**src/include/apb_xbar_defs.svh**
```systemverilog
`ifndef APB_XBAR_DEFS_SVH
`define APB_XBAR_DEFS_SVH

// Bus widths
`define APB_AW 16
`define APB_DW 32
`define APB_SW (`APB_DW / 8)

`define APB_NUM_REQ 2
`define APB_NUM_CPL 4

// Completer windows, limits inclusive
`define APB_CPL_BASE_0  16'h0000
`define APB_CPL_BASE_1  16'h1000
`define APB_CPL_BASE_2  16'h2000
`define APB_CPL_BASE_3  16'h3000
`define APB_CPL_LIMIT_0 16'h0FFF
`define APB_CPL_LIMIT_1 16'h1FFF
`define APB_CPL_LIMIT_2 16'h2FFF
`define APB_CPL_LIMIT_3 16'h3FFF

`define APB_WEIGHT_0 2 // Max consecutive grants
`define APB_WEIGHT_1 1

`define APB_WAIT_0 0
`define APB_WAIT_1 1
`define APB_WAIT_2 2
`define APB_WAIT_3 3

`define APB_BANK_WORDS 16

`endif

```
**src/rtl/apb_pkg.sv**
```systemverilog
`default_nettype none

`include "apb_xbar_defs.svh"

package apb_pkg;

    typedef logic [`APB_AW-1:0] addr_t;
    typedef logic [`APB_DW-1:0] data_t;
    typedef logic [`APB_SW-1:0] strb_t; // One bit per byte lane

    // One-hot selects
    typedef logic [`APB_NUM_REQ-1:0] req_vec_t;
    typedef logic [`APB_NUM_CPL-1:0] cpl_vec_t;

    typedef logic [0:0] req_id_t; // Two requesters only

endpackage : apb_pkg

`default_nettype wire

```
**src/rtl/apb_regbank.sv**
```systemverilog
`default_nettype none

`include "apb_xbar_defs.svh"

module apb_regbank #(
    parameter int WAIT_STATES = 0
) (
    input  wire                 clk,
    input  wire                 arst_n,
    input  wire                 psel,
    input  wire                 penable,
    input  wire                 pwrite,
    input  wire apb_pkg::addr_t paddr,
    input  wire apb_pkg::data_t pwdata,
    input  wire apb_pkg::strb_t pstrb,
    output logic                pready,
    output apb_pkg::data_t      prdata,
    output logic                pslverr
);
    localparam int IW = $clog2(`APB_BANK_WORDS);

    apb_pkg::data_t mem [`APB_BANK_WORDS];
    logic [3:0]     wait_cnt;
    logic [9:0]     word_off;
    logic [IW-1:0]  idx;
    logic           access;
    logic           in_range;

    assign access   = psel && penable;
    assign word_off = paddr[11:2];
    assign idx      = word_off[IW-1:0];
    assign in_range = word_off < 10'(`APB_BANK_WORDS);

    assign pready  = access && (wait_cnt == 4'(WAIT_STATES));
    assign pslverr = pready && !in_range; // Past the bank depth
    assign prdata  = in_range ? mem[idx] : '0;

    // Counts ACCESS cycles until pready
    always_ff @(posedge clk or negedge arst_n) begin
        if (!arst_n) begin
            wait_cnt <= '0;
        end else if (access && !pready) begin
            wait_cnt <= wait_cnt + 4'd1;
        end else begin
            wait_cnt <= '0;
        end
    end

    always_ff @(posedge clk or negedge arst_n) begin
        if (!arst_n) begin
            mem <= '{default: '0};
        end else if (pready && pwrite && in_range) begin
            for (int b = 0; b < `APB_SW; b++) begin
                if (pstrb[b]) begin
                    mem[idx][b*8 +: 8] <= pwdata[b*8 +: 8];
                end
            end
        end
    end

endmodule : apb_regbank

`default_nettype wire

```
**config.mk**
```make
export PLATFORM = sky130hd
export DESIGN_NAME = apb_regbank
export DESIGN_NICKNAME = d
export VERILOG_FILES = /design/src/rtl/apb_pkg.sv /design/src/rtl/apb_regbank.sv
export VERILOG_INCLUDE_DIRS = /design/src /design/src/include
export SDC_FILE = /design/constraint.sdc
export NUM_CORES = 1
export LEC_CHECK = 0
export BUFFER_PORTS_ARGS = -buffer_cell sky130_fd_sc_hd__clkbuf_2
export CAP_MARGIN = 0
export CORE_MARGIN = 2
export CORE_UTILIZATION = 50
export CTS_BUF_LIST = sky130_fd_sc_hd__clkbuf_16
export DETAILED_ROUTE_END_ITERATION = 7
export GPL_TIMING_DRIVEN = 0
export PLACE_DENSITY = 0.67
export SLEW_MARGIN = 20
export SYNTH_ARGS = -nofsm -noshare
export SYNTH_HDL_FRONTEND = slang
export SYNTH_SLANG_ARGS = --single-unit
```
**constraint.sdc**
```tcl
create_clock -name clk -period 2.9 [get_ports clk]
set_input_delay 0.435 -clock clk [delete_from_list [all_inputs] [get_ports clk]]
set_output_delay 0.435 -clock clk [all_outputs]
set_load 0.05 [all_outputs]
```
==> metrics.yaml <==
final_cell_mix: "516 x dfrtp_1, 456 x mux2_2, 128 x mux4_2"
design_area_sq_um: 27800
cts.root.buffer_cell: "clkbuf_16"
crit_slowest_cell: "or4_4"
outcome: "finished with violations"
arrival_ps: 2480
cts_tree: "built"
worstSetupStartpointType: "input port"
via_per_inst: 5.92
max_freq_mhz: 343
internal-power_w: 0.0113
fin_skew_ps: 11.8
grt_max_degree: 95
powerDensity_nw_per_um2: 527
finalMaxSlewViolations: 0
synth_cell_type_count: 36
comb_power_share_pct: 5.2
synth_warnings: 0
worstMarginPinSlew_ps: 1240
placed_area_sq_um: 25700
finalNetCount: 1699
critPathMaxFanout: 10
htree_num_levels: 2
layout_commonest_cell: "dfrtp_1"
dp_hpwl_mm: 39.4
drcViolationCount: 0
hold_class: "input port to flip-flop"
wl_mm: 58.2
fin_crit_ps: 2920
die_area_sq_um: 50000
fillCellCount: 3667
clkSlewWorstSetupHoldPaths_ps: 50
overflow: 0
crit_chain: "clkbuf_2, or4_4, buf_2, or2_4, clkbuf_8, a211oi_2, clkbuf_4"
grt_pass1_wl_mm: 90.4
post-route-period-util_pct: 101
relSlewSlack_pct: 17.5
path_class: "input port to output pin"
clkPwrFrac_pct: 45.5
postRouteAntennaNets: 0
portBuffers: 81
ys.flop_type: "dfrtp_1"
std_cell_rows: 80
dp_worst_setup_slack_ps: -1490
area_delta_synth_final_pct: 15.4
finalHoldWorstSlack_ps: 139
drive_gt1_share_pct: 53.6
violations: "negative setup slack"
p_switching_w: 0.00336
async_flop_share_pct: 100
coreArea_sq_um: 47600
globalplace.congestion: 0.770
grt_usage_pct: 24.1
grt_pass1_vias: 14500
setup_viol: 1
max_stage_delay_ps: 560
drt_pass1_iterations: 4
hold_violations: 0
setup_slack_ps: -15.3
drt_iter0_markers: 882
synth_seq_cells: 516
clk_latency_ps: 600
antenna_found_initial: 4
cts_sinks: 516
ys_seq_area_share_pct: 53.5
rsz0062_at_grt: "yes"
syn-instance-count: 1496
synth_edf_count: 0
drv_cap: 0
swShare_pct: 22.9
die_w_microns: 224
initial_utilization_pct: 50.6
power_frac_seq_pct: 49.3
cts_buffers: 54
die_y_microns: 224
vias: 13600
max-vdd-ir-drop_uv: 494
p_leak_nw: 13.9
synthesis.area_sq_um: 24100
ios: 91
synth_nets: 1555
tns_ps: -15.3
clockBufferDepth: 3
fin_util_pct: 58.4
endpoint_kind: "output pin"
wl_per_cell_microns: 25.3
syn-mean-instance-area_sq_um: 16.1
critPathRequiredTime_ps: 2470
-- cell type report --
type	instances	area, sq um	share of cell area (%)
Sequential cell	516	12900	46.4
Buffer	95	592	2.13
Multi-Input combinational cell	881	11100	40.0
Antenna cell	1	2.50	0.00899
Clock inverter	42	282	1.01
Tap cell	615	769	2.76
Inverter	2	7.51	0.0270
Clock buffer	57	1430	5.13
Timing Repair Buffer	90	719	2.59
-- state kept, by name, indices dropped and copies added, names as in the netlist --
register,flops
mem,512
wait_cnt,4
-- repair_timing --
| action | in CTS | in global routing |
|---|---|---|
| hold buffers | 1 | 0 |
| setup buffers | 0 | 2 |
| endpoints found under the setup margin | 106 | 302 |
| endpoints found under the hold margin | 89 | 0 |
| pin swaps | 0 | 1 |
| resized for setup | 114 | 45 |
-- synthesized netlist by cell type, types with 5 or more instances --
master,instances,area share [%]
a211oi_1,64,2.0
buf_1,14,0.22
buf_2,11,0.23
clkbuf_1,68,1.1
dfrtp_1,516,54
mux2_1,56,2.6
mux2_2,456,21
mux2i_1,32,1.3
mux4_2,128,12
nand2_1,25,0.39
nand3_1,5,0.10
nor2_2,7,0.18
nor2_4,10,0.47
nor2_8,30,2.5
nor2b_1,34,0.88
or4_1,5,0.16
-- worst paths after layout --
check	end	start	slack, ps	cells after the start
worst min-delay path	wait_cnt[1]$_DFF_PN0_	penable	140	2
worst min register to register	mem[49]$_DFFE_PN0P_	mem[49]$_DFFE_PN0P_	480	1
max in group asynchronous	mem[411]$_DFFE_PN0P_	arst_n	1120	5
min in group asynchronous	mem[386]$_DFFE_PN0P_	arst_n	230	2
worst max-delay path	prdata[7]	paddr[11]	-20	7
worst max register to register	mem[62]$_DFFE_PN0P_	wait_cnt[0]$_DFF_PN0_	30	8
-- stage by stage --
step,std cells,power (W)
2_1_floorplan,1496,0.00770
5_1_grt,2298,0.0152
3_5_place_dp,2198,0.00810
6_report,2299,0.0147
4_1_cts,2297,0.0148
3_3_place_gp,2192,0.00807
-- worst max-delay path: cells and delay by family --
kind	cells	cell delay (ps)
AND/OR/NAND/NOR	2	920
buffers and inverters	4	870
AO/OA/AOI/OAI	1	250
-- logic make-up (layout without fill, tap and decap cells) --
logic type               count (synthesis)  in the layout  synth area share [%]
AND/OR/NAND/NOR                        141            141                  5.42
multiplexers                           672            672                  37.2
other                                    0              1                     0
AO/OA/AOI/OAI                           65             65                  2.01
XOR/XNOR                                 1              1                0.0363
flip-flops                             516            516                  53.5
buffers and inverters                   99            286                  1.71
adder cells (fa/ha/maj)                  2              2                 0.104
-- power groups by stage --
stage / Sequential, W / Combinational [W] / Clock (W)
after floorplan: 0.00735 / 0.000343 / 0
after global placement: 0.00736 / 0.000706 / 0
after detailed placement: 0.00735 / 0.000749 / 0
after CTS: 0.00722 / 0.000774 / 0.00683
after global routing: 0.00722 / 0.000842 / 0.00711
final: 0.00722 / 0.000768 / 0.00667
-- routing by layer --
layer | vias up | track usage, % | share of wire, % | wire (microns)
met5 | - | 0 | 0.074 | 43
met3 | 73 | 3.87 | 4.7 | 2710
met4 | 6 | 6.49 | 2.1 | 1210
li1 | 5909 | - | - | -
met1 | 7332 | 35.3 | 46 | 26800
met2 | 284 | 37.8 | 47 | 27400
Power figures use the tool's default switching activity.
